## config.mk

```make
export PLATFORM = sky130hd
export DESIGN_NAME = mm_scheduler
export DESIGN_NICKNAME = d
export VERILOG_FILES = /design/src/hdl/mm_sched_pkg.sv /design/src/hdl/mm_scheduler.sv /design/src/hdl/z_drain_ctrl.sv /design/src/hdl/sched_fsm.sv /design/src/hdl/w_iter_ctrl.sv /design/src/hdl/x_iter_ctrl.sv /design/src/hdl/sched_config.sv
export SDC_FILE = /design/constraint.sdc
export NUM_CORES = 1
export LEC_CHECK = 0
export BUFFER_PORTS_ARGS = -buffer_cell sky130_fd_sc_hd__buf_2
export CAP_MARGIN = 20
export CORE_UTILIZATION = 45
export DETAILED_ROUTE_END_ITERATION = 10
export SLEW_MARGIN = 10
export SYNTH_ARGS = -nofsm -noshare
export SYNTH_HDL_FRONTEND = slang
export SYNTH_HIERARCHICAL = 1
export SYNTH_SLANG_ARGS = --single-unit
```

## constraint.sdc

```tcl
create_clock -name clk_i -period 4 [get_ports clk_i]
set_clock_uncertainty 0.1 [all_clocks]
set_input_delay 0.8 -clock clk_i [delete_from_list [all_inputs] [get_ports clk_i]]
set_output_delay 0.8 -clock clk_i [all_outputs]
set_load 0.02 [all_outputs]
```

## src/hdl/mm_sched_pkg.sv

```systemverilog
// Shared types and default dimensions for the matrix-multiply scheduler
// Modules reference these by scoped name; the top level turns the defaults into parameters

`default_nettype none

package mm_sched_pkg;

  // Main FSM states of the scheduler
  typedef enum logic [1:0] {
    IDLE,
    PRELOAD,
    LOAD_W,
    WAIT
  } sched_state_e;

  // Width of every iteration count and iteration counter
  localparam int unsigned ITER_W = 16;

  // X shift steps per weight block
  localparam int unsigned ARRAY_HEIGHT = 4;

  // Z rows pushed and drained per result tile
  localparam int unsigned TOT_DEPTH = 8;

  // Extra cycles an engine column needs before its result is valid
  localparam int unsigned PIPE_REGS = 3;

endpackage

`default_nettype wire
```

## src/hdl/mm_scheduler.sv

```systemverilog
// Top level of the systolic matrix-multiply control scheduler
// Connects configuration capture, FSM, X and W trackers and the result drain tracker

`timescale 1ns/1ps
`default_nettype none

module mm_scheduler #(
  parameter int unsigned Height      = mm_sched_pkg::ARRAY_HEIGHT,
  parameter int unsigned Depth       = mm_sched_pkg::TOT_DEPTH,
  parameter int unsigned NumPipeRegs = mm_sched_pkg::PIPE_REGS
) (
  input  logic                            clk_i,
  input  logic                            rst_ni,
  input  logic                            clear_i,
  input  logic                            sched_rst_i,
  input  logic                            first_load_i,
  input  logic                            x_valid_i,
  input  logic                            w_valid_i,
  input  logic                            x_full_i,
  input  logic                            x_empty_i,
  input  logic                            z_loaded_i,
  input  logic                            z_empty_i,
  input  logic                            y_enable_i,
  input  logic [mm_sched_pkg::ITER_W-1:0] x_cols_iters_i,
  input  logic [mm_sched_pkg::ITER_W-1:0] x_rows_iters_i,
  input  logic [mm_sched_pkg::ITER_W-1:0] w_cols_iters_i,
  input  logic [mm_sched_pkg::ITER_W-1:0] w_rows_iters_i,
  output logic                            reg_enable_o,
  output logic                            w_loaded_o,
  output logic                            accumulate_o,
  output logic                            x_load_o,
  output logic                            x_h_shift_o,
  output logic                            x_pad_setup_o,
  output logic                            x_rst_w_index_o,
  output logic                            x_last_o,
  output logic                            w_load_o,
  output logic                            w_shift_o,
  output logic                            y_push_enable_o,
  output logic                            z_fill_o,
  output logic                            z_first_load_o
);

  logic                            start, step, adv, pad_setup, first_step;
  logic                            x_done, x_shift_wrap, w_done, w_col_wrap;
  logic                            y_check, z_last, y_pushing;
  logic [mm_sched_pkg::ITER_W-1:0] x_cols_last, x_rows_last, w_cols_last, w_rows_last;

  sched_config u_config (
    .clk_i, .rst_ni, .clear_i, .sched_rst_i,
    .start_i        (start),
    .x_cols_iters_i, .x_rows_iters_i, .w_cols_iters_i, .w_rows_iters_i,
    .x_cols_last_o  (x_cols_last),
    .x_rows_last_o  (x_rows_last),
    .w_cols_last_o  (w_cols_last),
    .w_rows_last_o  (w_rows_last)
  );

  sched_fsm #(.NumPipeRegs(NumPipeRegs)) u_fsm (
    .clk_i, .rst_ni, .clear_i, .sched_rst_i, .first_load_i, .y_enable_i,
    .x_full_i, .x_empty_i, .z_loaded_i, .w_valid_i,
    .x_done_i (x_done), .x_shift_wrap_i (x_shift_wrap), .w_done_i (w_done),
    .y_check_i (y_check), .z_last_i (z_last), .y_pushing_i (y_pushing),
    .start_o (start), .step_o (step), .adv_o (adv), .pad_setup_o (pad_setup),
    .computing_o (), .first_step_o (first_step),
    .reg_enable_o, .w_loaded_o, .accumulate_o
  );

  x_iter_ctrl #(.Height(Height)) u_x_iter (
    .clk_i, .rst_ni, .clear_i, .sched_rst_i,
    .start_i (start), .step_i (step), .pad_setup_i (pad_setup),
    .x_valid_i, .x_full_i, .x_empty_i,
    .x_cols_last_i (x_cols_last), .x_rows_last_i (x_rows_last), .w_cols_last_i (w_cols_last),
    .x_load_o, .x_h_shift_o, .x_pad_setup_o, .x_rst_w_index_o, .x_last_o,
    .x_done_o (x_done), .x_shift_wrap_o (x_shift_wrap)
  );

  w_iter_ctrl u_w_iter (
    .clk_i, .rst_ni, .clear_i, .sched_rst_i,
    .step_i (step), .adv_i (adv),
    .w_rows_last_i (w_rows_last), .w_cols_last_i (w_cols_last), .x_rows_last_i (x_rows_last),
    .w_load_o, .w_shift_o, .w_col_wrap_o (w_col_wrap), .w_done_o (w_done)
  );

  z_drain_ctrl #(.Depth(Depth), .NumPipeRegs(NumPipeRegs)) u_z_drain (
    .clk_i, .rst_ni, .clear_i, .sched_rst_i,
    .adv_i (adv), .first_step_i (first_step), .reg_enable_i (reg_enable_o),
    .w_col_wrap_i (w_col_wrap), .z_empty_i,
    .w_cols_last_i (w_cols_last), .w_rows_last_i (w_rows_last),
    .y_push_enable_o, .z_fill_o, .z_first_load_o,
    .y_check_o (y_check), .z_last_o (z_last), .y_pushing_o (y_pushing)
  );

endmodule

`default_nettype wire

```

## src/hdl/z_drain_ctrl.sv

```systemverilog
// Result drain tracker
// Chains the pipeline wait, the Z availability window and the Y push window per W column

`timescale 1ns/1ps
`default_nettype none

module z_drain_ctrl #(
  parameter int unsigned Depth       = mm_sched_pkg::TOT_DEPTH,
  parameter int unsigned NumPipeRegs = mm_sched_pkg::PIPE_REGS
) (
  input  logic                            clk_i,
  input  logic                            rst_ni,
  input  logic                            clear_i,
  input  logic                            sched_rst_i,
  input  logic                            adv_i,
  input  logic                            first_step_i,
  input  logic                            reg_enable_i,
  input  logic                            w_col_wrap_i,
  input  logic                            z_empty_i,
  input  logic [mm_sched_pkg::ITER_W-1:0] w_cols_last_i,
  input  logic [mm_sched_pkg::ITER_W-1:0] w_rows_last_i,
  output logic                            y_push_enable_o,
  output logic                            z_fill_o,
  output logic                            z_first_load_o,
  output logic                            y_check_o,
  output logic                            z_last_o,
  output logic                            y_pushing_o
);

  localparam int unsigned WaitW = (NumPipeRegs > 0) ? $clog2(NumPipeRegs + 1) : 1;
  localparam int unsigned DepW  = (Depth > 1) ? $clog2(Depth) : 1;
  localparam logic [WaitW-1:0] WaitLast = WaitW'(NumPipeRegs);
  localparam logic [WaitW-1:0] WaitPre  = WaitW'(NumPipeRegs - 1);
  localparam logic [DepW-1:0]  DepLast  = DepW'(Depth - 1);

  logic                            clr;
  logic                            wait_en_q, avail_en_q, push_en_q, pushing_q;
  logic [WaitW-1:0]                wait_q;
  logic [DepW-1:0]                 avail_q, push_q;
  logic                            wait_step, wait_clr, avail_step, avail_clr;
  logic                            push_step, push_clr, push_set, ycol_wrap;
  logic [mm_sched_pkg::ITER_W-1:0] ycols_q, yrows_q;

  assign clr = clear_i | sched_rst_i;

  // All three windows advance only while the array advances
  assign wait_step  = wait_en_q & adv_i;
  assign wait_clr   = wait_step & (wait_q == WaitLast);
  assign avail_step = avail_en_q & adv_i;
  assign avail_clr  = avail_step & (avail_q == DepLast);
  assign push_step  = push_en_q & adv_i;
  assign push_clr   = push_step & (push_q == DepLast);
  // Y rows go in one cycle ahead of the results so the first tile starts at the first step
  assign push_set   = (wait_step & (wait_q == WaitPre)) | first_step_i;
  assign ycol_wrap  = z_empty_i & (ycols_q == w_cols_last_i);

  always_ff @(posedge clk_i or negedge rst_ni) begin
    if (!rst_ni) begin
      wait_en_q  <= 1'b0;
      avail_en_q <= 1'b0;
      push_en_q  <= 1'b0;
      pushing_q  <= 1'b0;
      wait_q     <= '0;
      avail_q    <= '0;
      push_q     <= '0;
      ycols_q    <= '0;
      yrows_q    <= '0;
    end else if (clr) begin
      wait_en_q  <= 1'b0;
      avail_en_q <= 1'b0;
      push_en_q  <= 1'b0;
      pushing_q  <= 1'b0;
      wait_q     <= '0;
      avail_q    <= '0;
      push_q     <= '0;
      ycols_q    <= '0;
      yrows_q    <= '0;
    end else begin
      wait_en_q  <= w_col_wrap_i | (wait_en_q & ~wait_clr);
      avail_en_q <= wait_clr | (avail_en_q & ~avail_clr);
      push_en_q  <= push_set | (push_en_q & ~push_clr);
      pushing_q  <= push_en_q;
      if (wait_step) wait_q <= wait_clr ? '0 : wait_q + 1'b1;
      if (avail_step) avail_q <= avail_clr ? '0 : avail_q + 1'b1;
      if (push_step) push_q <= push_clr ? '0 : push_q + 1'b1;
      if (z_empty_i) ycols_q <= ycol_wrap ? '0 : ycols_q + 1'b1;
      if (ycol_wrap) yrows_q <= (yrows_q == w_rows_last_i) ? '0 : yrows_q + 1'b1;
    end
  end

  assign y_push_enable_o = push_step;
  assign z_fill_o        = avail_en_q & reg_enable_i;
  assign z_first_load_o  = reg_enable_i & (ycols_q == '0) & (yrows_q == '0);
  assign y_check_o       = wait_q == WaitLast;
  assign z_last_o        = avail_clr;
  assign y_pushing_o     = pushing_q;

endmodule

`default_nettype wire

```

## src/hdl/sched_fsm.sv

```systemverilog
// Main scheduler FSM with the stall checks and the engine enable register
// Walks IDLE, PRELOAD, LOAD_W and WAIT, and freezes the array when an operand is missing

`timescale 1ns/1ps
`default_nettype none

module sched_fsm #(
  parameter int unsigned NumPipeRegs = mm_sched_pkg::PIPE_REGS
) (
  input  logic clk_i,
  input  logic rst_ni,
  input  logic clear_i,
  input  logic sched_rst_i,
  input  logic first_load_i,
  input  logic y_enable_i,
  input  logic x_full_i,
  input  logic x_empty_i,
  input  logic z_loaded_i,
  input  logic w_valid_i,
  input  logic x_done_i,
  input  logic x_shift_wrap_i,
  input  logic w_done_i,
  input  logic y_check_i,
  input  logic z_last_i,
  input  logic y_pushing_i,
  output logic start_o,
  output logic step_o,
  output logic adv_o,
  output logic pad_setup_o,
  output logic computing_o,
  output logic first_step_o,
  output logic reg_enable_o,
  output logic w_loaded_o,
  output logic accumulate_o
);

  localparam int unsigned CntW = (NumPipeRegs > 0) ? $clog2(NumPipeRegs + 1) : 1;
  localparam logic [CntW-1:0] CntLast = CntW'(NumPipeRegs);

  mm_sched_pkg::sched_state_e state_q, state_d;
  logic            clr, stall, in_load, job_end, x_index_rst;
  logic [CntW-1:0] wait_cnt_q;
  logic            computing_q, first_load_q, x_refill_q, reg_enable_q;

  assign clr     = clear_i | sched_rst_i;
  assign in_load = state_q == mm_sched_pkg::LOAD_W;

  // Checks only apply in LOAD_W; the X check is armed when a refill meets the shift wrap
  assign stall = in_load & ((~w_valid_i & ~w_done_i) |
                            (~x_full_i & x_refill_q & x_shift_wrap_i & ~x_done_i) |
                            (~z_loaded_i & y_check_i & ~w_done_i));

  assign start_o      = (state_q == mm_sched_pkg::IDLE) & first_load_i;
  assign step_o       = in_load & ~stall;
  assign adv_o        = (in_load | (state_q == mm_sched_pkg::WAIT)) & ~stall;
  assign pad_setup_o  = (state_q == mm_sched_pkg::PRELOAD) & (state_d == mm_sched_pkg::LOAD_W);
  assign first_step_o = first_load_q & (state_d == mm_sched_pkg::LOAD_W) & ~stall;
  assign job_end      = in_load & w_done_i & z_last_i;
  assign x_index_rst  = step_o & x_shift_wrap_i & x_full_i;

  always_comb begin
    state_d = state_q;
    unique case (state_q)
      mm_sched_pkg::IDLE: begin
        if (first_load_i) state_d = mm_sched_pkg::PRELOAD;
      end
      // Y is only waited for when the job accumulates onto it
      mm_sched_pkg::PRELOAD: begin
        if (x_full_i && (z_loaded_i || !y_enable_i)) state_d = mm_sched_pkg::LOAD_W;
      end
      mm_sched_pkg::LOAD_W: begin
        if (job_end) begin
          state_d = mm_sched_pkg::IDLE;
        end else if (!stall) begin
          state_d = mm_sched_pkg::WAIT;
        end
      end
      default: begin
        if (wait_cnt_q == CntLast) state_d = mm_sched_pkg::LOAD_W;
      end
    endcase
  end

  always_ff @(posedge clk_i or negedge rst_ni) begin
    if (!rst_ni) begin
      state_q    <= mm_sched_pkg::IDLE;
      wait_cnt_q <= '0;
    end else if (clr) begin
      state_q    <= mm_sched_pkg::IDLE;
      wait_cnt_q <= '0;
    end else begin
      state_q <= state_d;
      if (job_end) begin
        wait_cnt_q <= '0;
      end else if (adv_o) begin
        wait_cnt_q <= (wait_cnt_q == CntLast) ? '0 : wait_cnt_q + 1'b1;
      end
    end
  end

  always_ff @(posedge clk_i or negedge rst_ni) begin
    if (!rst_ni) begin
      computing_q  <= 1'b0;
      first_load_q <= 1'b0;
      x_refill_q   <= 1'b0;
      reg_enable_q <= 1'b0;
    end else if (clr) begin
      computing_q  <= 1'b0;
      first_load_q <= 1'b0;
      x_refill_q   <= 1'b0;
      reg_enable_q <= 1'b0;
    end else begin
      computing_q  <= ~job_end & (computing_q | pad_setup_o);
      first_load_q <= start_o | (first_load_q & ~step_o);
      x_refill_q   <= ~x_index_rst & (x_refill_q | x_empty_i);
      reg_enable_q <= computing_q & ~stall;
    end
  end

  assign computing_o  = computing_q;
  assign reg_enable_o = reg_enable_q;
  assign w_loaded_o   = step_o;
  assign accumulate_o = computing_q & ~y_pushing_i;

endmodule

`default_nettype wire

```

## src/hdl/w_iter_ctrl.sv

```systemverilog
// W-buffer iteration tracker
// Counts weight rows, columns and matrix passes per step and raises W-done after the last pass

`timescale 1ns/1ps
`default_nettype none

module w_iter_ctrl (
  input  logic                            clk_i,
  input  logic                            rst_ni,
  input  logic                            clear_i,
  input  logic                            sched_rst_i,
  input  logic                            step_i,
  input  logic                            adv_i,
  input  logic [mm_sched_pkg::ITER_W-1:0] w_rows_last_i,
  input  logic [mm_sched_pkg::ITER_W-1:0] w_cols_last_i,
  input  logic [mm_sched_pkg::ITER_W-1:0] x_rows_last_i,
  output logic                            w_load_o,
  output logic                            w_shift_o,
  output logic                            w_col_wrap_o,
  output logic                            w_done_o
);

  logic                            clr;
  logic [mm_sched_pkg::ITER_W-1:0] rows_q, cols_q, mat_q;
  logic                            rows_en, cols_en, mat_en, done_en, done_q;

  assign clr = clear_i | sched_rst_i;

  // Once every pass is loaded the counters freeze and further steps only shift
  assign rows_en = step_i & ~done_q;
  assign cols_en = rows_en & (rows_q == w_rows_last_i);
  assign mat_en  = cols_en & (cols_q == w_cols_last_i);
  assign done_en = mat_en & (mat_q == x_rows_last_i);

  always_ff @(posedge clk_i or negedge rst_ni) begin
    if (!rst_ni) begin
      rows_q <= '0;
      cols_q <= '0;
      mat_q  <= '0;
      done_q <= 1'b0;
    end else if (clr) begin
      rows_q <= '0;
      cols_q <= '0;
      mat_q  <= '0;
      done_q <= 1'b0;
    end else if (rows_en) begin
      rows_q <= cols_en ? '0 : rows_q + 1'b1;
      if (cols_en) begin
        cols_q <= mat_en ? '0 : cols_q + 1'b1;
      end
      if (mat_en) begin
        mat_q <= mat_q + 1'b1;
      end
      done_q <= done_en;
    end
  end

  assign w_load_o     = rows_en;
  assign w_shift_o    = adv_i;
  assign w_col_wrap_o = cols_en;
  assign w_done_o     = done_q;

endmodule

`default_nettype wire

```

## src/hdl/x_iter_ctrl.sv

```systemverilog
// X-buffer iteration tracker
// Counts drained X columns, weight passes and rows, and drives the X reload and shift controls

`timescale 1ns/1ps
`default_nettype none

module x_iter_ctrl #(
  parameter int unsigned Height = mm_sched_pkg::ARRAY_HEIGHT
) (
  input  logic                            clk_i,
  input  logic                            rst_ni,
  input  logic                            clear_i,
  input  logic                            sched_rst_i,
  input  logic                            start_i,
  input  logic                            step_i,
  input  logic                            pad_setup_i,
  input  logic                            x_valid_i,
  input  logic                            x_full_i,
  input  logic                            x_empty_i,
  input  logic [mm_sched_pkg::ITER_W-1:0] x_cols_last_i,
  input  logic [mm_sched_pkg::ITER_W-1:0] x_rows_last_i,
  input  logic [mm_sched_pkg::ITER_W-1:0] w_cols_last_i,
  output logic                            x_load_o,
  output logic                            x_h_shift_o,
  output logic                            x_pad_setup_o,
  output logic                            x_rst_w_index_o,
  output logic                            x_last_o,
  output logic                            x_done_o,
  output logic                            x_shift_wrap_o
);

  localparam int unsigned ShiftW = (Height > 1) ? $clog2(Height) : 1;
  localparam logic [ShiftW-1:0] ShiftLast = ShiftW'(Height - 1);

  logic                            clr;
  logic [mm_sched_pkg::ITER_W-1:0] cols_q, pass_q, rows_q;
  logic                            pass_en, rows_en, done_en, done_q;
  logic [ShiftW-1:0]               shift_q;
  logic                            shift_wrap;
  logic                            reload_q, reload_en, reload_rst, empty_seen_q;

  assign clr = clear_i | sched_rst_i;

  // The empty flag is a single-cycle pulse, so each pulse is one drained column
  assign pass_en = x_empty_i & (cols_q == x_cols_last_i);
  assign rows_en = pass_en & (pass_q == w_cols_last_i);
  assign done_en = rows_en & (rows_q == x_rows_last_i) & ~done_q;

  always_ff @(posedge clk_i or negedge rst_ni) begin
    if (!rst_ni) begin
      cols_q <= '0;
      pass_q <= '0;
      rows_q <= '0;
      done_q <= 1'b0;
    end else if (clr || start_i) begin
      cols_q <= '0;
      pass_q <= '0;
      rows_q <= '0;
      done_q <= 1'b0;
    end else if (!done_q && x_empty_i) begin
      cols_q <= pass_en ? '0 : cols_q + 1'b1;
      if (pass_en) begin
        pass_q <= rows_en ? '0 : pass_q + 1'b1;
      end
      if (rows_en) begin
        rows_q <= rows_q + 1'b1;
      end
      done_q <= done_en;
    end
  end

  assign shift_wrap = shift_q == ShiftLast;

  // A reload is pending from job start or a drained column until the buffer reports full
  assign reload_en  = start_i | x_empty_i | (empty_seen_q & ~x_full_i);
  assign reload_rst = x_full_i & ~reload_en;

  always_ff @(posedge clk_i or negedge rst_ni) begin
    if (!rst_ni) begin
      shift_q      <= '0;
      reload_q     <= 1'b0;
      empty_seen_q <= 1'b0;
    end else if (clr) begin
      shift_q      <= '0;
      reload_q     <= 1'b0;
      empty_seen_q <= 1'b0;
    end else begin
      if (start_i) begin
        shift_q <= '0;
      end else if (step_i) begin
        shift_q <= shift_wrap ? '0 : shift_q + 1'b1;
      end
      reload_q     <= reload_en | (reload_q & ~reload_rst);
      empty_seen_q <= x_full_i & (empty_seen_q | x_empty_i);
    end
  end

  assign x_load_o        = reload_q & ~reload_rst & x_valid_i;
  assign x_h_shift_o     = step_i;
  assign x_pad_setup_o   = pad_setup_i;
  assign x_rst_w_index_o = step_i & shift_wrap & x_full_i;
  assign x_last_o        = done_en;
  assign x_done_o        = done_q;
  assign x_shift_wrap_o  = shift_wrap;

endmodule

`default_nettype wire

```

## src/hdl/sched_config.sv

```systemverilog
// Job configuration capture for the scheduler
// Latches each iteration count minus one on the start pulse and holds it for the whole job

`timescale 1ns/1ps
`default_nettype none

module sched_config (
  input  logic                            clk_i,
  input  logic                            rst_ni,
  input  logic                            clear_i,
  input  logic                            sched_rst_i,
  input  logic                            start_i,
  input  logic [mm_sched_pkg::ITER_W-1:0] x_cols_iters_i,
  input  logic [mm_sched_pkg::ITER_W-1:0] x_rows_iters_i,
  input  logic [mm_sched_pkg::ITER_W-1:0] w_cols_iters_i,
  input  logic [mm_sched_pkg::ITER_W-1:0] w_rows_iters_i,
  output logic [mm_sched_pkg::ITER_W-1:0] x_cols_last_o,
  output logic [mm_sched_pkg::ITER_W-1:0] x_rows_last_o,
  output logic [mm_sched_pkg::ITER_W-1:0] w_cols_last_o,
  output logic [mm_sched_pkg::ITER_W-1:0] w_rows_last_o
);

  logic clr;

  assign clr = clear_i | sched_rst_i;

  // Counts are at least 1, so the terminal value never underflows
  always_ff @(posedge clk_i or negedge rst_ni) begin
    if (!rst_ni) begin
      x_cols_last_o <= '0;
      x_rows_last_o <= '0;
      w_cols_last_o <= '0;
      w_rows_last_o <= '0;
    end else if (clr) begin
      x_cols_last_o <= '0;
      x_rows_last_o <= '0;
      w_cols_last_o <= '0;
      w_rows_last_o <= '0;
    end else if (start_i) begin
      x_cols_last_o <= x_cols_iters_i - 1'b1;
      x_rows_last_o <= x_rows_iters_i - 1'b1;
      w_cols_last_o <= w_cols_iters_i - 1'b1;
      w_rows_last_o <= w_rows_iters_i - 1'b1;
    end
  end

endmodule

`default_nettype wire

```

# [Yosys cells after proc, flatten, opt, wreduce, memory -nomap -nowiden]
# Index checks and enable logic that the tools add are counted.
# W data, S select, Z words.
[totals] reg_bits=218 latch_bits=0 ram_bits=0 mem_bits_ro=0 in_bits=76 output_inout_bits=13 wordCells=243 memories=0
[op_classes] addsub=17 n_mul=0 div=0 magnitude_cmp=0 n_eq_ne=18 n_shift=0 muxes=72 bitwise_logic=79 n_reduce_logical=27
[ops] operator="$mux W16" count=34
[ops] operator="$add A16 B1 Y16 const B" count=8
[ops] operator="$eq A16 B16 Y1" count=8
[ops] operator="$sub A16 B1 Y16 const B" count=4
[ops] operator="$and A1 B1 Y1" count=49
[ops] operator="$mux W2" count=17
[ops] operator="$logic_not A16 Y1" count=2
[ops] operator="$reduce_bool A2 Y1" count=12
[ops] operator="$mux W3" count=6
[ops] operator="$not A1 Y1" count=15
[ops] operator="$or A1 B1 Y1" count=15
[ops] operator="$eq A2 B2 Y1 const B" count=7
[ops] operator="$mux W1" count=14
[ops] operator="$reduce_and A2 Y1" count=4
[ops] operator="$add A2 B1 Y2 const B" count=3
[ops] operator="$add A3 B1 Y3 const B" count=2
[ops] operator="$eq A3 B3 Y1 const B" count=2
[ops] operator="$pmux W2 S3" count=1
[ops] operator="$reduce_bool A3 Y1" count=2
[ops] operator="$eq A2 B1 Y1 const B" count=1
[ops] operator="$logic_and A1 B1 Y1" count=2
[ops] operator="$logic_not A1 Y1" count=2
[ops] operator="$logic_not A2 Y1" count=1
[ops] operator="$logic_or A1 B1 Y1" count=2

# [Depth between registers and ports, before layout]
[logic_depth] word_depth=20 mapped_depth=12 mapped_depth_nobuf=10

# [By module]
# Netlist, hierarchy kept.
[by_module_without_submodules] module="w_iter_ctrl" instances=1 cells_per_inst=396 area_each_um2=3445.8 seq_area_each_um2=1226.2
[by_module_without_submodules] module="sched_config" instances=1 cells_per_inst=359 area_each_um2=3417.0 seq_area_each_um2=1601.5
[by_module_without_submodules] module="x_iter_ctrl" instances=1 cells_per_inst=374 area_each_um2=3352.0 seq_area_each_um2=1326.3
[by_module_without_submodules] module="z_drain_ctrl" instances=1 cells_per_inst=312 area_each_um2=2781.4 seq_area_each_um2=1101.1
[by_module_without_submodules] module="sched_fsm" instances=1 cells_per_inst=55 area_each_um2=501.7 seq_area_each_um2=200.2

# [Least setup slack after synthesis]
# No wires, ideal clock.
[synth_timing] path_kind="input-to-reg" from="input port z_loaded_i" to="register u_w_iter/cols_q[14] in the netlist's numbering" setup_time_ps=78 arrival_ps=3026 required_ps=3822 slack_ps=796 cell_stages=9 n_path_buf=2 cell_sequence="nand2b_1 a21oi_2 nor3_1 nand2b_1 or3_1 clkbuf_1 nor3_1 clkbuf_1 o2bb2ai_1"
[synth_between] elab_chain_cells=14 elab_cells_between_ends=17 cone_classes="mux: 4; bitwise: 10; reduce/logical: 3"
[synth_rtl] item="from (decl)" line="mm_scheduler.sv:21" rtl="input logic z_loaded_i,"
[synth_rtl] item="$not A1 Y1 *" line="sched_fsm.sv:51" rtl="(~z_loaded_i & y_check_i & ~w_done_i));"
[synth_rtl] item="$and A1 B1 Y1 * (2 in a row)" line="sched_fsm.sv:51"
[synth_rtl] item="$or A1 B1 Y1 *" line="sched_fsm.sv:50" rtl="(~x_full_i & x_refill_q & x_shift_wrap_i & ~x_done_i) |"
[synth_rtl] item="$and A1 B1 Y1 *" line="sched_fsm.sv:49" rtl="assign stall = in_load & ((~w_valid_i & ~w_done_i) |"
[synth_rtl] item="$not A1 Y1 *" line="sched_fsm.sv:54" rtl="assign step_o = in_load & ~stall;"
[synth_rtl] item="$and A1 B1 Y1 *" line="sched_fsm.sv:54"
[synth_rtl] item="net step" line="mm_scheduler.sv:43" rtl="logic start, step, adv, pad_setup, first_step;"
[synth_rtl] item="$and A1 B1 Y1 *" line="w_iter_ctrl.sv:30" rtl="assign rows_en = step_i & ~done_q;"
[synth_rtl] item="$and A1 B1 Y1" line="w_iter_ctrl.sv:31" rtl="assign cols_en = rows_en & (rows_q == w_rows_last_i);"
[synth_rtl] item="$and A1 B1 Y1" line="w_iter_ctrl.sv:32" rtl="assign mat_en = cols_en & (cols_q == w_cols_last_i);"
[synth_rtl] item="$mux W16" line="w_iter_ctrl.sv:49" rtl="cols_q <= mat_en ? '0 : cols_q + 1'b1;"
[synth_rtl] item="$mux W16" line="w_iter_ctrl.sv:48" rtl="if (cols_en) begin"
[synth_rtl] item="$mux W16" line="w_iter_ctrl.sv:46" rtl="end else if (rows_en) begin"
[synth_rtl] item="$mux W16" line="w_iter_ctrl.sv:41" rtl="end else if (clr) begin"
[synth_rtl] item="to (signal assigned)" line="w_iter_ctrl.sv:49"
[synth_rtl] item="to (decl)" line="w_iter_ctrl.sv:24" rtl="logic [mm_sched_pkg::ITER_W-1:0] rows_q, cols_q, mat_q;"
# The timed path passes the listed nets; every way through them passes the cells marked *. The select of a mux whose other input is x is not followed.
# A chain may end at the register's enable or synchronous reset.

# [Final worst setup path]
[layout_timing] from="register u_x_iter/cols_q[4] in the netlist's numbering" to="output port x_last_o"
[layout_between] elab_chain_cells=5
[layout_rtl] item="from (decl)" line="x_iter_ctrl.sv:36" rtl="logic [mm_sched_pkg::ITER_W-1:0] cols_q, pass_q, rows_q;"
[layout_rtl] item="from (signal assigned)" line="x_iter_ctrl.sv:61" rtl="cols_q <= pass_en ? '0 : cols_q + 1'b1;"
[layout_rtl] item="$eq A16 B16 Y1" line="x_iter_ctrl.sv:45" rtl="assign pass_en = x_empty_i & (cols_q == x_cols_last_i);"
[layout_rtl] item="$and A1 B1 Y1" line="x_iter_ctrl.sv:45"
[layout_rtl] item="$and A1 B1 Y1" line="x_iter_ctrl.sv:46" rtl="assign rows_en = pass_en & (pass_q == w_cols_last_i);"
[layout_rtl] item="$and A1 B1 Y1 (2 in a row)" line="x_iter_ctrl.sv:47" rtl="assign done_en = rows_en & (rows_q == x_rows_last_i) & ~done_q;"
[layout_rtl] item="to (decl)" line="mm_scheduler.sv:35" rtl="output logic x_last_o,"
# No other way between the ends.

==> results_dict.tcl <==
set metrics [dict create \
    status "complete, no violations" \
    totalWireLength_um 36700 \
    p_comb_share_pct 10.4 \
    post-cts-setup-buffers 0 \
    htree_num_levels 1 \
    via_count 11500 \
    placed_cells 1931 \
    holdBufCountCts 0 \
    drv_slew 0 \
    numPortBuffers 88 \
    final_cell_mix "dfrtp_1, nand2_1, xnor2_1, xor2_1, nor2_1" \
    syn_to_final_growth_pct 12.7 \
    criticalPathCategory "flip-flop to output port" \
    die-height_um 175 \
    rsz0062_at_grt "false" \
    syn_avg_cell_area_um2 9.02 \
    ys_ff_latch 218 \
    post-dp-hpwl_um 26700 \
    synth-seq-area-share_pct 40.4 \
    vdd_drop_max_mv 0.324 \
    hold_viol 0 \
    clock-sinks 218 \
    hp-class "primary input to asynchronous set/reset pin" \
    power_frac_seq_pct 43.2 \
    cts_tree "yes" \
    total_leakage_power_nw 6.28 \
    cp-start-kind "flip-flop" \
    die_area_um2 30700 \
    internal-power_w 0.00389 \
    ios 89 \
    gr-total-overflow 0 \
    post_cts_resized 0 \
    final_nets 1666 \
    wire_per_inst_um 18.6 \
    worst_ep_required_time_ns 3.10 \
    core_um2 29600 \
    clockRootBuffer "clkbuf_16" \
    fp-row-count 63 \
    slew_headroom_pct 36.7 \
    netlist_area_um2 13500 \
    tightest_slew_ns 0.941 \
    drive_above_1_share_pct 12.9 \
    synth.distinct_cells 82 \
    first_pass_iters 5 \
    yosysWarnings 6 \
    period_minus_slack_ns 3.52 \
    switchingPower_w 0.00138 \
    switching_share_pct 26.3 \
    place_congestion 0.925 \
    setup_violations 0 \
    grt_max_degree 77 \
    maxCapViolations 0 \
    fin_setup_tns_ns 0 \
    layout_commonest_cell "dfrtp_1" \
    p_clk_share_pct 46.4 \
    power_w 0.00527 \
    pre_cts_slack_ns 0.419 \
    num_antenna_cells 0 \
    viasPerCell 5.83 \
    grt_usage_pct 24.2 \
    postSynthCellCount 1496 \
    worstPathArrival_ns 2.62 \
    ant_nets 0 \
    power_density_nw_per_um2 346 \
    ys.flop_type "dfrtp_1" \
    grt_pass1_wl_um 60000 \
    die_w_um 175 \
    setup.worst_path.end_class "output port" \
    crit_path_max_fanout 4 \
    worst_slack_ns 0.478 \
    fin_crit_sh_pct 88.1 \
    start_util_pct 45.7 \
    drc 0 \
    antenna_found_initial 0 \
    max_freq_mhz 284 \
    cts.path.max_buffers 3 \
    cts_buffers 25 \
    synth_edf_count 0 \
    drt-initial-drc-count 1054 \
    synth_fp_nets 1594 \
    stdcell_count 1977 \
    first_global_vias 11100 \
    ys_async_sr_fraction_pct 100 \
    clk_pin_slew_ns 0.06 \
    insertion_delay_ns 0.54 \
]
[critical path, stage by stage, from the launching register on]
cell and delay (ns):
dfrtp_1 0.41, nor2b_1 0.15, a2111o_1 0.49, nor4_1 0.49, nand4_1 0.13, nor2_1 0.21, buf_2 0.20
[per-stage QoR]
| step | util (%) | instance area (um2) | hold WS, ns |
|---|---|---|---|
| finish | 51.5 | 15200 | 0.120 |
| global route | 51.5 | 15200 | 0.175 |
| CTS | 51.5 | 15200 | 0.141 |
| detailed placement | 48.5 | 14300 | 0.400 |
| global placement | 48.5 | 14300 | 0.393 |
| floorplan | - | 13500 | 0.355 |
[cells in the mapped netlist (all sizes together), types with 19 or more instances]
library cell  count  area, um2
a21oi            59        303
buf              19        134
clkbuf           49        184
dfrtp           218       5460
ha               22        275
inv              31        116
mux2i            19        190
nand2           182        686
nand3            50        268
nand4            59        369
nor2             94        353
nor3             63        332
nor4             64        534
o21ai           104        532
or3              45        283
or4              22        173
xnor2           108        961
xor2            106        928
[registers in the layout, indices dropped and copies added, names as in the netlist, 3 cells and up]
| name | flops |
|---|---|
| u_z_drain/yrows_q | 16 |
| u_w_iter/cols_q | 16 |
| u_w_iter/mat_q | 16 |
| u_z_drain/ycols_q | 16 |
| u_x_iter/pass_q | 16 |
| u_z_drain/push_q | 3 |
| u_config/x_cols_last_o | 16 |
| u_config/x_rows_last_o | 16 |
| u_config/w_cols_last_o | 16 |
| u_w_iter/rows_q | 16 |
| u_x_iter/rows_q | 16 |
| u_z_drain/avail_q | 3 |
| u_x_iter/cols_q | 16 |
| u_config/w_rows_last_o | 16 |
[cell type report]
| type | count | area [um2] |
|---|---|---|
| clock buffer | 32 | 722 |
| clock inverter | 14 | 165 |
| fill | 2827 | 14400 |
| inverter | 32 | 120 |
| multi-input combinational | 1178 | 7620 |
| sequential | 218 | 5460 |
| tap | 390 | 488 |
| timing repair buffer | 113 | 638 |
[power groups by stage]
stage	Combinational [W]	Sequential, W	Clock, W
after detailed placement	0.000548	0.00232	0
after CTS	0.000550	0.00228	0.00250
after floorplan	0.000322	0.00230	0
after global routing	0.000599	0.00228	0.00259
after global placement	0.000543	0.00232	0
final	0.000547	0.00228	0.00244
[path summary, 6_finish.rpt]
kind	endpoint	slack [ns]	depth (start not counted)	start
min	u_fsm/wait_cnt_q[0]$_DFFE_PN0P_	0.12	1	rst_ni
min reg2reg	u_z_drain/y_pushing_o$_DFF_PN0_	0.40	1	u_z_drain/push_en_q$_DFF_PN0_
max	x_last_o	0.48	6	u_x_iter/cols_q[4]$_DFFE_PN0P_
max in group asynchronous	u_z_drain/yrows_q[3]$_DFFE_PN0P_	2.71	2	rst_ni
min in group clk_i	u_config/w_rows_last_o[0]$_DFFE_PN0P_	0.39	2	w_rows_iters_i[0]
max reg2reg	u_w_iter/cols_q[6]$_DFFE_PN0P_	0.66	11	u_z_drain/wait_q[0]$_DFFE_PN0P_
[layer usage]
metal	up-vias	track usage (%)	part of all wire [%]
li1	5521	-	-
met1	5648	34.8	47
met2	307	39.2	46
met3	50	2.92	5.2
met4	0	5.36	2.0
met5	-	0	0
[cells by family after synthesis]
logic type | Yosys count | synth area share, %
AND/OR/NAND/NOR | 671 | 27.2
adder cells (fa/ha/maj) | 22 | 2.04
buffers and inverters | 100 | 3.24
XOR/XNOR | 214 | 14.0
flip-flops | 218 | 40.4
AO/OA/AOI/OAI | 251 | 11.6
multiplexers | 20 | 1.49
Power figures use the tool's default switching activity.
